===== src/hdl/roce_resp_config.svh =====
`ifndef ROCE_RESP_CONFIG_SVH
`define ROCE_RESP_CONFIG_SVH

// stream geometry in bytes
`define AXIS_BYTES        64
`define HDR_BYTES         58
`define RD_PAYLOAD_BYTES  256

`define NUM_RD_PKT        4
`define NUM_WR_PKT        4
`define IPG_CYCLES        16   // idle cycles after each packet

// WQE field offsets with the msb byte first
`define WQE_PSN_BYTE      51
`define WQE_QP_BYTE       47

`define IP_LEN_RD         16'h0130
`define IP_LEN_ACK        16'h0030
`define OPC_RD_RESP       8'h10
`define OPC_ACK           8'h11

// fixed header fields
`define ETH_TYPE_IPV4     16'h0800
`define IP_VER_IHL        8'h45
`define IP_TOS            8'hb8
`define IP_ID             16'h5555
`define IP_FLAGS          16'h4000
`define IP_TTL            8'hba
`define IP_PROTO_UDP      8'h11
`define UDP_SRC_PORT      16'h6851
`define UDP_DST_PORT      16'h12b7
`define BTH_PKEY          16'h666f

`endif


===== src/hdl/roce_resp_pkg.sv =====
`default_nettype none
`include "roce_resp_config.svh"

package roce_resp_pkg;

  typedef enum logic {
    RD_RESP = 1'b0,
    ACK     = 1'b1
  } resp_kind_e;

  typedef logic [23:0] qp_num_t;
  typedef logic [23:0] psn_t;
  typedef logic [47:0] mac_addr_t;
  typedef logic [31:0] ipv4_addr_t;

  typedef logic [`AXIS_BYTES*8-1:0] axis_data_t;
  typedef logic [`AXIS_BYTES-1:0]   axis_keep_t;
  typedef logic [`HDR_BYTES*8-1:0]  roce_hdr_t;  // byte n at [8n+7:8n]

  // sum of the nine header words without the checksum word
  // first word sits in the top bits
  function automatic logic [15:0] ipv4_chksum(input logic [143:0] words);
    logic [19:0] sum;
    sum = '0;
    for (int i = 0; i < 9; i++) begin
      sum = sum + 20'(words[i*16 +: 16]);
    end
    // two folds catch the carry out of the first one
    sum = 20'(sum[15:0]) + 20'(sum[19:16]);
    sum = 20'(sum[15:0]) + 20'(sum[19:16]);
    return ~sum[15:0];
  endfunction

endpackage

`default_nettype wire


===== src/hdl/tx_job_if.sv =====
`timescale 1ns/1ns
`default_nettype none

interface tx_job_if;
  import roce_resp_pkg::*;

  logic       job_valid;  // one-cycle job strobe
  resp_kind_e job_kind;
  roce_hdr_t  job_hdr;
  logic [7:0] job_fill;   // payload byte value
  logic       job_done;   // packet out and gap elapsed

  // header builder side
  modport source (
    output job_valid,
    output job_kind,
    output job_hdr,
    output job_fill,
    input  job_done
  );

  // serializer side
  modport sink (
    input  job_valid,
    input  job_kind,
    input  job_hdr,
    input  job_fill,
    output job_done
  );

endinterface

`default_nettype wire


===== src/hdl/wqe_req_capture.sv =====
`timescale 1ns/1ns
`default_nettype none
`include "roce_resp_config.svh"

module wqe_req_capture (
  input  wire                            core_clk,
  input  wire                            core_aresetn,
  input  wire roce_resp_pkg::axis_data_t wqe_tdata_i,
  input  wire                            wqe_tvalid_i,
  input  wire                            wqe_tlast_i,
  output logic                           req_valid_o,
  output roce_resp_pkg::qp_num_t         req_qp_o,
  output roce_resp_pkg::psn_t            req_psn_o
);
  import roce_resp_pkg::*;

  logic    first_beat;
  qp_num_t wqe_qp;
  psn_t    wqe_psn;

  // big endian fields inside the beat
  assign wqe_qp  = {wqe_tdata_i[`WQE_QP_BYTE*8 +: 8],
                    wqe_tdata_i[(`WQE_QP_BYTE+1)*8 +: 8],
                    wqe_tdata_i[(`WQE_QP_BYTE+2)*8 +: 8]};
  assign wqe_psn = {wqe_tdata_i[`WQE_PSN_BYTE*8 +: 8],
                    wqe_tdata_i[(`WQE_PSN_BYTE+1)*8 +: 8],
                    wqe_tdata_i[(`WQE_PSN_BYTE+2)*8 +: 8]};

  always_ff @(posedge core_clk or negedge core_aresetn) begin
    if (!core_aresetn) begin
      first_beat  <= 1'b1;
      req_valid_o <= 1'b0;
    end else begin
      req_valid_o <= wqe_tvalid_i & wqe_tlast_i;
      if (wqe_tvalid_i) begin
        first_beat <= wqe_tlast_i;  // rearm after last beat
      end
    end
  end

  always_ff @(posedge core_clk) begin
    if (wqe_tvalid_i && first_beat) begin
      req_qp_o  <= wqe_qp;
      req_psn_o <= wqe_psn;
    end
  end

endmodule

`default_nettype wire


===== src/hdl/resp_seq_ctrl.sv =====
`timescale 1ns/1ns
`default_nettype none
`include "roce_resp_config.svh"

module resp_seq_ctrl (
  input  wire                       core_clk,
  input  wire                       core_aresetn,
  input  wire                       conf_done_i,
  input  wire                       job_done_i,
  output roce_resp_pkg::resp_kind_e kind_o,
  output logic [3:0]                pkt_idx_o,
  output logic                      post_rd_wqe_o,
  output logic                      post_wr_wqe_o,
  output logic                      rd_done_o,
  output logic                      wr_done_o
);
  import roce_resp_pkg::*;

  typedef enum logic [2:0] {
    S_RD_IDLE,
    S_RD_POST,
    S_RD_WAIT,
    S_WR_IDLE,
    S_WR_POST,
    S_WR_WAIT,
    S_DONE
  } seq_state_e;

  localparam logic [3:0] LAST_RD = 4'(`NUM_RD_PKT - 1);
  localparam logic [3:0] LAST_WR = 4'(`NUM_WR_PKT - 1);

  seq_state_e state;

  always_ff @(posedge core_clk or negedge core_aresetn) begin
    if (!core_aresetn) begin
      state     <= S_RD_IDLE;
      pkt_idx_o <= '0;
      rd_done_o <= 1'b0;
      wr_done_o <= 1'b0;
    end else begin
      case (state)
        S_RD_IDLE: if (conf_done_i) state <= S_RD_POST;
        S_RD_POST: state <= S_RD_WAIT;
        S_RD_WAIT: begin
          if (job_done_i) begin
            if (pkt_idx_o == LAST_RD) begin
              pkt_idx_o <= '0;
              rd_done_o <= 1'b1;
              state     <= S_WR_IDLE;  // write phase starts here
            end else begin
              pkt_idx_o <= pkt_idx_o + 4'd1;
              state     <= S_RD_POST;
            end
          end
        end
        S_WR_IDLE: if (conf_done_i) state <= S_WR_POST;
        S_WR_POST: state <= S_WR_WAIT;
        S_WR_WAIT: begin
          if (job_done_i) begin
            if (pkt_idx_o == LAST_WR) begin
              wr_done_o <= 1'b1;
              state     <= S_DONE;
            end else begin
              pkt_idx_o <= pkt_idx_o + 4'd1;
              state     <= S_WR_POST;
            end
          end
        end
        S_DONE: state <= S_DONE;  // both flags held
        default: state <= S_RD_IDLE;
      endcase
    end
  end

  // one cycle per post state
  assign post_rd_wqe_o = (state == S_RD_POST);
  assign post_wr_wqe_o = (state == S_WR_POST);

  assign kind_o = (state == S_RD_IDLE || state == S_RD_POST || state == S_RD_WAIT) ?
                  RD_RESP : ACK;

endmodule

`default_nettype wire


===== src/hdl/roce_hdr_builder.sv =====
`timescale 1ns/1ns
`default_nettype none
`include "roce_resp_config.svh"

module roce_hdr_builder (
  input  wire                             core_clk,
  input  wire                             core_aresetn,
  input  wire                             req_valid_i,
  input  wire roce_resp_pkg::qp_num_t     req_qp_i,
  input  wire roce_resp_pkg::psn_t        req_psn_i,
  input  wire roce_resp_pkg::resp_kind_e  kind_i,
  input  wire [3:0]                       pkt_idx_i,
  input  wire roce_resp_pkg::mac_addr_t   src_mac_i,
  input  wire roce_resp_pkg::ipv4_addr_t  src_ip_i,
  input  wire roce_resp_pkg::mac_addr_t   qp3_dst_mac_i,
  input  wire roce_resp_pkg::ipv4_addr_t  qp3_dst_ip_i,
  input  wire roce_resp_pkg::mac_addr_t   qp4_dst_mac_i,
  input  wire roce_resp_pkg::ipv4_addr_t  qp4_dst_ip_i,
  tx_job_if.source                        job
);
  import roce_resp_pkg::*;

  mac_addr_t               dst_mac;
  ipv4_addr_t              dst_ip;
  logic [15:0]             ip_len;
  logic [15:0]             udp_len;
  logic [7:0]              opcode;
  logic [15:0]             ip_csum;
  logic [`HDR_BYTES*8-1:0] hdr_wire;   // wire order with byte 0 on top
  roce_hdr_t               hdr_lanes;

  // anything but QP4 falls back to the QP3 entry
  assign dst_mac = (req_qp_i == 24'd4) ? qp4_dst_mac_i : qp3_dst_mac_i;
  assign dst_ip  = (req_qp_i == 24'd4) ? qp4_dst_ip_i : qp3_dst_ip_i;

  assign ip_len  = (kind_i == RD_RESP) ? `IP_LEN_RD : `IP_LEN_ACK;
  assign udp_len = ip_len - 16'd20;
  assign opcode  = (kind_i == RD_RESP) ? `OPC_RD_RESP : `OPC_ACK;

  assign ip_csum = ipv4_chksum({`IP_VER_IHL, `IP_TOS, ip_len, `IP_ID, `IP_FLAGS,
                                `IP_TTL, `IP_PROTO_UDP, dst_ip, src_ip_i});

  assign hdr_wire = {
    // ethernet
    dst_mac, src_mac_i, `ETH_TYPE_IPV4,
    // ipv4
    `IP_VER_IHL, `IP_TOS, ip_len, `IP_ID, `IP_FLAGS, `IP_TTL, `IP_PROTO_UDP,
    ip_csum, dst_ip, src_ip_i,
    // udp with a zero checksum
    `UDP_SRC_PORT, `UDP_DST_PORT, udp_len, 16'h0000,
    // bth
    opcode, 8'h00, `BTH_PKEY, 8'h00, req_qp_i, 8'h00, req_psn_i,
    32'h0000_0000  // aeth
  };

  // byte 0 goes to lane 0
  always_comb begin
    for (int i = 0; i < `HDR_BYTES; i++) begin
      hdr_lanes[i*8 +: 8] = hdr_wire[(`HDR_BYTES-1-i)*8 +: 8];
    end
  end

  always_ff @(posedge core_clk or negedge core_aresetn) begin
    if (!core_aresetn) begin
      job.job_valid <= 1'b0;
    end else begin
      job.job_valid <= req_valid_i;
    end
  end

  always_ff @(posedge core_clk) begin
    if (req_valid_i) begin
      job.job_kind <= kind_i;
      job.job_hdr  <= hdr_lanes;
      job.job_fill <= {4'h1, pkt_idx_i + 4'd1};
    end
  end

endmodule

`default_nettype wire


===== src/hdl/axis_beat_serializer.sv =====
`timescale 1ns/1ns
`default_nettype none
`include "roce_resp_config.svh"

module axis_beat_serializer (
  input  wire                        core_clk,
  input  wire                        core_aresetn,
  input  wire                        tx_tready_i,
  tx_job_if.sink                     job,
  output roce_resp_pkg::axis_data_t  tx_tdata_o,
  output roce_resp_pkg::axis_keep_t  tx_tkeep_o,
  output logic                       tx_tvalid_o,
  output logic                       tx_tlast_o
);
  import roce_resp_pkg::*;

  localparam logic [8:0] RD_BYTES   = 9'(`HDR_BYTES + `RD_PAYLOAD_BYTES);
  localparam logic [8:0] ACK_BYTES  = 9'(`HDR_BYTES);
  localparam logic [8:0] BEAT_BYTES = 9'(`AXIS_BYTES);
  localparam logic [7:0] GAP_LAST   = 8'(`IPG_CYCLES - 1);

  typedef enum logic [1:0] {
    S_IDLE,
    S_SEND,
    S_GAP
  } ser_state_e;

  ser_state_e state;
  logic [7:0] fill_q;
  logic [8:0] rem_q;      // bytes left after the beat on the bus
  logic [7:0] gap_cnt;

  logic       first_sel;
  logic       load_beat;
  logic [7:0] src_fill;
  logic [8:0] src_rem;
  axis_data_t hdr_pad;
  axis_data_t next_data;
  axis_keep_t next_keep;

  assign first_sel = (state == S_IDLE);
  assign src_fill  = first_sel ? job.job_fill : fill_q;
  assign src_rem   = !first_sel ? rem_q :
                     (job.job_kind == RD_RESP) ? RD_BYTES : ACK_BYTES;
  assign hdr_pad   = axis_data_t'(job.job_hdr);

  // new beat on job start or on accept of a non-last beat
  assign load_beat = (first_sel && job.job_valid) ||
                     (state == S_SEND && tx_tready_i && !tx_tlast_o);

  always_comb begin
    for (int l = 0; l < `AXIS_BYTES; l++) begin
      next_keep[l] = (9'(l) < src_rem);
      if (!next_keep[l]) begin
        next_data[l*8 +: 8] = 8'h00;
      end else if (first_sel && l < `HDR_BYTES) begin
        next_data[l*8 +: 8] = hdr_pad[l*8 +: 8];  // header only in beat 0
      end else begin
        next_data[l*8 +: 8] = src_fill;
      end
    end
  end

  always_ff @(posedge core_clk or negedge core_aresetn) begin
    if (!core_aresetn) begin
      state        <= S_IDLE;
      rem_q        <= '0;
      gap_cnt      <= '0;
      tx_tvalid_o  <= 1'b0;
      tx_tlast_o   <= 1'b0;
      job.job_done <= 1'b0;
    end else begin
      job.job_done <= 1'b0;
      if (load_beat) begin
        tx_tvalid_o <= 1'b1;
        tx_tlast_o  <= (src_rem <= BEAT_BYTES);
        rem_q       <= (src_rem > BEAT_BYTES) ? src_rem - BEAT_BYTES : 9'd0;
      end
      case (state)
        S_IDLE: if (job.job_valid) state <= S_SEND;
        S_SEND: begin
          if (tx_tready_i && tx_tlast_o) begin
            tx_tvalid_o <= 1'b0;
            tx_tlast_o  <= 1'b0;
            gap_cnt     <= '0;
            state       <= S_GAP;
          end
        end
        S_GAP: begin
          if (gap_cnt == GAP_LAST) begin
            job.job_done <= 1'b1;
            state        <= S_IDLE;
          end else begin
            gap_cnt <= gap_cnt + 8'd1;
          end
        end
        default: state <= S_IDLE;
      endcase
    end
  end

  // beat payload only moves on load, so it holds under back-pressure
  always_ff @(posedge core_clk) begin
    if (load_beat) begin
      tx_tdata_o <= next_data;
      tx_tkeep_o <= next_keep;
    end
    if (first_sel && job.job_valid) begin
      fill_q <= job.job_fill;
    end
  end

endmodule

`default_nettype wire


===== src/hdl/roce_resp_gen_top.sv =====
`timescale 1ns/1ns
`default_nettype none

module roce_resp_gen_top (
  input  wire                             core_clk,
  input  wire                             core_aresetn,
  input  wire                             conf_done_i,
  input  wire roce_resp_pkg::mac_addr_t   src_mac_i,
  input  wire roce_resp_pkg::ipv4_addr_t  src_ip_i,
  input  wire roce_resp_pkg::mac_addr_t   qp3_dst_mac_i,
  input  wire roce_resp_pkg::ipv4_addr_t  qp3_dst_ip_i,
  input  wire roce_resp_pkg::mac_addr_t   qp4_dst_mac_i,
  input  wire roce_resp_pkg::ipv4_addr_t  qp4_dst_ip_i,
  input  wire roce_resp_pkg::axis_data_t  wqe_tdata_i,
  input  wire                             wqe_tvalid_i,
  input  wire                             wqe_tlast_i,
  input  wire                             tx_tready_i,
  output wire roce_resp_pkg::axis_data_t  tx_tdata_o,
  output wire roce_resp_pkg::axis_keep_t  tx_tkeep_o,
  output wire                             tx_tvalid_o,
  output wire                             tx_tlast_o,
  output wire                             post_rd_wqe_o,
  output wire                             post_wr_wqe_o,
  output wire                             rd_done_o,
  output wire                             wr_done_o
);
  import roce_resp_pkg::*;

  logic       req_valid;
  qp_num_t    req_qp;
  psn_t       req_psn;
  resp_kind_e seq_kind;
  logic [3:0] seq_pkt_idx;

  tx_job_if job_bus ();

  wqe_req_capture u_capture (
    .core_clk     (core_clk),
    .core_aresetn (core_aresetn),
    .wqe_tdata_i  (wqe_tdata_i),
    .wqe_tvalid_i (wqe_tvalid_i),
    .wqe_tlast_i  (wqe_tlast_i),
    .req_valid_o  (req_valid),
    .req_qp_o     (req_qp),
    .req_psn_o    (req_psn)
  );

  resp_seq_ctrl u_seq (
    .core_clk      (core_clk),
    .core_aresetn  (core_aresetn),
    .conf_done_i   (conf_done_i),
    .job_done_i    (job_bus.job_done),
    .kind_o        (seq_kind),
    .pkt_idx_o     (seq_pkt_idx),
    .post_rd_wqe_o (post_rd_wqe_o),
    .post_wr_wqe_o (post_wr_wqe_o),
    .rd_done_o     (rd_done_o),
    .wr_done_o     (wr_done_o)
  );

  roce_hdr_builder u_hdr (
    .core_clk      (core_clk),
    .core_aresetn  (core_aresetn),
    .req_valid_i   (req_valid),
    .req_qp_i      (req_qp),
    .req_psn_i     (req_psn),
    .kind_i        (seq_kind),
    .pkt_idx_i     (seq_pkt_idx),
    .src_mac_i     (src_mac_i),
    .src_ip_i      (src_ip_i),
    .qp3_dst_mac_i (qp3_dst_mac_i),
    .qp3_dst_ip_i  (qp3_dst_ip_i),
    .qp4_dst_mac_i (qp4_dst_mac_i),
    .qp4_dst_ip_i  (qp4_dst_ip_i),
    .job           (job_bus.source)
  );

  axis_beat_serializer u_ser (
    .core_clk     (core_clk),
    .core_aresetn (core_aresetn),
    .tx_tready_i  (tx_tready_i),
    .job          (job_bus.sink),
    .tx_tdata_o   (tx_tdata_o),
    .tx_tkeep_o   (tx_tkeep_o),
    .tx_tvalid_o  (tx_tvalid_o),
    .tx_tlast_o   (tx_tlast_o)
  );

endmodule

`default_nettype wire


===== config.mk =====
export PLATFORM = sky130hd
export DESIGN_NAME = roce_resp_gen_top
export DESIGN_NICKNAME = d
export VERILOG_FILES = /design/src/hdl/roce_resp_pkg.sv /design/src/hdl/tx_job_if.sv /design/src/hdl/wqe_req_capture.sv /design/src/hdl/resp_seq_ctrl.sv /design/src/hdl/roce_hdr_builder.sv /design/src/hdl/axis_beat_serializer.sv /design/src/hdl/roce_resp_gen_top.sv
export VERILOG_INCLUDE_DIRS = /design/src /design/src/hdl
export SDC_FILE = /design/constraint.sdc
export NUM_CORES = 1
export LEC_CHECK = 0
export BUFFER_PORTS_ARGS = -buffer_cell sky130_fd_sc_hd__buf_2
export CAP_MARGIN = 5
export CORE_AREA = 10 10 508 510
export CTS_BUF_LIST = sky130_fd_sc_hd__clkbuf_16
export DETAILED_ROUTE_END_ITERATION = 6
export DIE_AREA = 0 0 518 520
export SETUP_SLACK_MARGIN = 0.2
export SLEW_MARGIN = 10
export SYNTH_ARGS = -nofsm -noshare
export SYNTH_HDL_FRONTEND = slang
export SYNTH_SLANG_ARGS = --single-unit

===== constraint.sdc =====
create_clock -name core_clk -period 37.1 [get_ports core_clk]
set_input_delay 7.42 -clock core_clk [delete_from_list [all_inputs] [get_ports core_clk]]
set_output_delay 7.42 -clock core_clk [all_outputs]
set_load 0.01 [all_outputs]

==> results of run 1 <==
-- cell type report --
cell class              instances  area share [%]
clock buffers                  95            5.44
flip-flops and latches        796            54.3
multi-input cells            1261            18.3
inverters                     140            1.24
diodes                         28           0.160
repair buffers                822            9.62
well taps                    3330            9.53
clock inverters                76            1.49
-- flip-flops by register name, summed over array words and instances, names as in the netlist --
name                   count
u_capture.req_valid_o      1
u_ser.gap_cnt              8
u_ser.job.job_done         1
u_ser.state                2
u_capture.first_beat       1
u_seq.state                3
u_capture.req_psn_o       24
u_seq.pkt_idx_o            4
u_ser.tx_tkeep_o          64
u_ser.tx_tlast_o           1
u_ser.rem_q                9
u_ser.fill_q               4
u_ser.tx_tdata_o         416
u_seq.wr_done_o            1
u_capture.req_qp_o        24
u_hdr.job.job_valid        1
u_hdr.job.job_fill         4
u_hdr.job.job_hdr        226
u_ser.tx_tvalid_o          1
u_seq.rd_done_o            1
-- cells in the final DEF (no fill, tap or decap), drive strengths merged, types with 5 or more instances in the layout --
cell type	n
nor3	124
nand2b	8
diode	28
dfrtp	33
and3	29
buf	822
a21oi	68
ha	76
mux2	66
o31ai	7
bufinv	6
xor2	28
nor2	315
nor4	11
edfxtp	762
fa	20
inv	169
clkinv	38
nor3b	5
and2	111
nand3	14
or3	8
xnor2	30
a211oi	8
nand2	72
o21ai	37
nand4	7
or2	7
a31oi	7
conb	90
clkbuf	95
mux2i	21
o21a	34
a21boi	8
o21bai	6
a21o	7
-- per-stage QoR --
step / util, % / setup WS [ns] / hold slack (ns) / std cells / cell area, um2
6_report: 17.7 / 21.01 / 0.412 / 6548 / 43700
5_1_grt: 17.6 / 20.49 / 0.423 / 6528 / 43700
4_1_cts: 17.6 / 21.19 / 0.413 / 6520 / 43700
3_5_place_dp: 16.4 / 20.38 / 0.405 / 6349 / 40600
3_3_place_gp: 16.4 / 20.49 / 0.406 / 6349 / 40600
2_1_floorplan: - / 16.58 / 0.400 / 2382 / 33200
-- layer usage --
layer  share of wire, %  vias to the layer above  global-route usage [%]
met5              0.096                        -                       0
met4                4.5                       22                    4.33
met3                8.0                      225                    3.64
met2                 50                     1091                    18.7
met1                 37                    10700                    11.4
li1                   -                     9723                       -
-- where the power goes --
part | switching (mW) | leakage [nW] | internal (mW)
sequential | 0.0662 | 7.36 | 1.28
clock | 0.415 | 1.54 | 0.514
combinational | 0.791 | 7.19 | 0.354
total | 1.27 | 16.1 | 2.15
-- worst max path at each step --
| stage | start | depth (start not counted) | to |
|---|---|---|---|
| detailed placement | src_ip_i[0] | 36 | u_hdr.job.job_hdr[198] |
| CTS | src_ip_i[0] | 36 | u_hdr.job.job_hdr[198] |
| global route | src_ip_i[0] | 36 | u_hdr.job.job_hdr[198] |
| global placement | src_ip_i[0] | 36 | u_hdr.job.job_hdr[198] |
| finish | src_ip_i[0] | 36 | u_hdr.job.job_hdr[198] |
| floorplan | tx_tready_i | 4 | u_ser.tx_tdata_o[0] |
-- logic make-up after synthesis --
family | share of synthesized area [%]
fa+ha+maj | 4.11
compound gates | 3.97
simple gates | 10.4
buf+inv | 4.80
flops | 72.2
other cells | 0.0114
xor+xnor | 1.57
mux | 2.95
==> impl_metrics.yaml, run 1 <==
critical_path:
  cp.required_ns: 37.56
  cp_slowest_cell: "fa_1"
  cp_top_family: "adder cells"
  critPathLaunchType: "primary input"
  worstPathArrival_ns: 16.55
  critPathKind: "in -> reg"
  cp_max_fo: 5
  r2r_start: "u_capture.req_qp_o[1]"
  reg2reg_slack_ns: 27.33
  r2r_cells: 34
  cp-end-kind: "flip-flop"
  reg2reg_to: "u_hdr.job.job_hdr[198]"
  crit_path_max_incr_delay_ns: 0.51
  timing.critical_path.mode_cell: "ha_1"
  path_buf_inv: 2
synth:
  syn_area_mm2: 0.0329
  yosys-top-cells-area: "edfxtp_1 (70%), nor2_1 (3.5%), ha_1 (2.9%)"
  synth-async-reset-ratio_pct: 4.27
  avgSynthCellArea_um2: 14.3
  syn_inst: 2293
  synth_seq_area_share_pct: 72.2
  ys_top_cells_by_count: "edfxtp_1 (762), nor2_1 (311), inv_1 (138), nor3_1 (123), and2_1 (111)"
  synth_edf_count: 762
  yosysTopAreaCell: "edfxtp_1"
  synth_most_common_cell: "edfxtp_1"
  synth_top_area_share_pct: 69.6
  synthFlopType: "edfxtp_1"
  synth_cell_types: 64
  ys_ff_latch: 796
  synth_warnings: 0
detailed_routing:
  wl_mm: 149
  first_pass_iters: 5
  vias: 21800
  drcViolationCount: 0
  wl_per_cell_um: 22.7
  routed_via_density: 3.33
  ant_nets: 0
  first_iter_violations: 1752
placed_design:
  place.gp.congestion: 0.850
  io_buffers: 785
  dpl.hpwl_mm: 119
grt:
  grtUsageTotal_pct: 10.5
  grt_pass1_wl_mm: 196
  grt_overflow: 0
  grt_pass1_vias: 22400
  grt_max_degree: 112
  antenna_found_initial: 68
cells_and_area:
  seq_area_mm2: 0.0237
  nNetsFinal: 3969
  multi_input_area_mm2: 0.00798
  drive_above_1_share_pct: 33.2
  fillers: 27100
  areaGrowthSynthToFinish_pct: 32.9
sta:
  grt_setup_unrepaired: "false"
  finalCriticalPeriod_ns: 16.09
  tightest_slew_ns: 1.16
  relSlewSlack_pct: 20.3
  fin_skew_ns: 0.0303
  drv_slew: 0
  finalHoldViolCount: 0
  max_freq_ghz: 0.0622
  timing.final.crit_share_pct: 43.4
  setup_viol: 0
  setup_tns_ns: 0
floorplan:
  dieWidth_um: 518
  core_mm2: 0.248
  die_area_mm2: 0.269
  rows: 183
  num_io_pins: 1340
  die_h_um: 520
  initial_utilization_pct: 13.3
cts:
  insertion_delay_ns: 0.74
  post_cts_buffers: 0
  cts_resized: 0
  ctsHoldBuffers: 0
  cts_tree: "built"
  clockBufferDepth: 3
  cts-buffers-inserted: 94
  h-tree-depth: 3
  root_buffer: "clkbuf_16"
  cts.sinks: 796
  path_clk_slew_ns: 0.06
worst_hold_path:
  worstHoldStart: "u_capture.req_psn_o[23]"
  hp-class: "reg -> reg"
  hold_end: "u_hdr.job.job_hdr[415]"
  holdPathStages: 0
power:
  vdd_ir_drop_max_mv: 0.0391
  p_leak_nw: 16.1
  p_per_area_mw_per_mm2: 78.2
  power_mw: 3.42
run:
  drv_cap: 0
outcome:
  outcome: "finished, final reports clean"
Power figures use the tool's default switching activity.
==> run 2: changes to the inputs <==
==> constraint.sdc (replaced) <==
create_clock -name core_clk -period 16.5 [get_ports core_clk]
set_input_delay 3.3 -clock core_clk [delete_from_list [all_inputs] [get_ports core_clk]]
set_output_delay 3.3 -clock core_clk [all_outputs]
set_load 0.01 [all_outputs]
==> run 2 against run 1 <==
  * Combinational power grew 120%
  * First-iteration DRC count grew 1.3%
  * Core utilization is essentially flat
  * Sequential share of layout area grew 0.11 points
  * Largest power group unchanged
  * Power grew 120%
==> impl_metrics.yaml, run 2 (synthesis results as in run 1) <==
outcome:
  outcome: "finished, final reports clean"
critical_path:
  crit_path_max_incr_delay_ns: 0.51
  cp_max_fo: 5
  worstPathArrival_ns: 12.49
  timing.critical_path.mode_cell: "ha_1"
  critPathLaunchType: "primary input"
  r2r_start: "u_capture.req_qp_o[1]"
  worstSetupStartpoint: "src_ip_i[0]"
  cp-end-kind: "flip-flop"
  critPathKind: "in -> reg"
  cp_slowest_cell: "fa_1"
  cp.required_ns: 16.97
sta:
  drv_slew: 0
  finalCriticalPeriod_ns: 12.02
  tightest_slew_ns: 1.13
  fin_skew_ns: 0.0590
  relSlewSlack_pct: 22.6
  setup_slack_ns: 4.48
  grt_setup_unrepaired: "false"
  max_freq_ghz: 0.0832
  timing.final.crit_share_pct: 72.8
  setup_tns_ns: 0
  finalHoldViolCount: 0
  setup_viol: 0
cts:
  cts.sinks: 796
  post_cts_buffers: 0
  cts-buffers-inserted: 92
  ctsHoldBuffers: 0
  cts_tree: "built"
  cts_resized: 0
  insertion_delay_ns: 0.74
  h-tree-depth: 3
  path_clk_slew_ns: 0.07
  root_buffer: "clkbuf_16"
  clockBufferDepth: 3
floorplan:
  core_mm2: 0.248
  num_io_pins: 1340
  die_h_um: 520
  die_area_mm2: 0.269
  initial_utilization_pct: 13.3
  rows: 183
  dieWidth_um: 518
cells_and_area:
  areaGrowthSynthToFinish_pct: 32.7
  drive_above_1_share_pct: 33.1
  largest_reg_flops: 416
  regMostFlops: "u_ser.tx_tdata_o"
  layout_common_cells: "buf_2 (785), edfxtp_1 (762), nor2_1 (306), inv_1 (159), nor3_1 (123)"
  nNetsFinal: 3968
  reg.largest.list: "u_ser.tx_tdata_o x416, u_hdr.job.job_hdr x226, u_ser.tx_tkeep_o x64"
  mostFrequentLayoutCell: "buf_2"
detailed_routing:
  vias: 21500
  ant_nets: 0
  first_iter_violations: 1775
  routed_via_density: 3.30
  wl_per_cell_um: 22.6
  wl_mm: 148
  drcViolationCount: 0
  first_pass_iters: 5
grt:
  grtUsageTotal_pct: 10.5
  grt_pass1_vias: 22700
  grt_overflow: 0
  grt_pass1_wl_mm: 196
  grt_max_degree: 186
  antenna_found_initial: 60
placed_design:
  io_buffers: 785
  pre_cts_ws_ns: 3.83
  place.gp.congestion: 0.835
  dpl.hpwl_mm: 117
worst_hold_path:
  worstHoldStart: "u_capture.req_psn_o[12]"
  hp-class: "reg -> reg"
power:
  p_leak_nw: 16.1
  p_per_area_mw_per_mm2: 174
  vdd_ir_drop_max_mv: 0.141
run:
  drv_cap: 0
==> run 2: final cells by class <==
cell class,count,area [um2]
Clock inverter,71,644
Antenna cell,14,35.0
Fill cell,27200,204000
Timing Repair Buffer,823,4230
Multi-Input combinational cell,1261,7980
Sequential cell,796,23700
Inverter,140,549
Clock buffer,92,2300
Tap cell,3330,4170
==> run 2: metrics by stage <==
| step | util (%) | hold WS [ns] | total power, mW | instance area, um2 | std cells |
|---|---|---|---|---|---|
| 2_1_floorplan | - | 0.400 | 4.59 | 33200 | 2382 |
| 3_3_place_gp | 16.4 | 0.405 | 5.65 | 40700 | 6350 |
| 4_1_cts | 17.6 | 0.378 | 7.78 | 43600 | 6513 |
| 3_5_place_dp | 16.4 | 0.406 | 5.69 | 40700 | 6350 |
| 6_report | 17.6 | 0.411 | 7.60 | 43600 | 6527 |
| 5_1_grt | 17.6 | 0.424 | 8.06 | 43600 | 6515 |
==> run 2: report_power, final <==
| part | switching (mW) | internal (mW) | total [mW] |
|---|---|---|---|
| clock | 0.922 | 1.11 | 2.03 |
| combinational | 1.75 | 0.800 | 2.55 |
| sequential | 0.147 | 2.88 | 3.03 |
==> run 2: path summary, 6_finish.rpt <==
| kind | endpoint | slack [ns] | cells past startpoint |
|---|---|---|---|
| setup / recovery | u_hdr.job.job_hdr[198] | 4.48 | 36 |
| setup reg to reg | u_hdr.job.job_hdr[198] | 6.74 | 34 |
| hold / removal | u_hdr.job.job_hdr[420] | 0.41 | 0 |
| max in group asynchronous | u_capture.req_valid_o | 13.13 | 1 |
| min in group asynchronous | u_ser.gap_cnt[7] | 2.70 | 1 |
| hold reg to reg | u_hdr.job.job_hdr[420] | 0.41 | 0 |
==> run 2: metal layers <==
layer / up-vias / GRT usage [%] / share of wire (%)
met3: 246 / 3.64 / 8.0
met5: - / 0 / 0.085
met4: 20 / 4.79 / 4.8
li1: 9693 / - / -
met2: 995 / 18.3 / 49
met1: 10600 / 11.4 / 38
==> run 2: critical path, delay by kind of cell <==
kind	cells	cell delay (ns)
AOI/OAI and AO/OA	12	2.59
xor gates and xnor gates	3	0.71
adders and majority gates	9	3.08
buffers and inverters	2	0.17
and+or+nand+nor	10	2.64
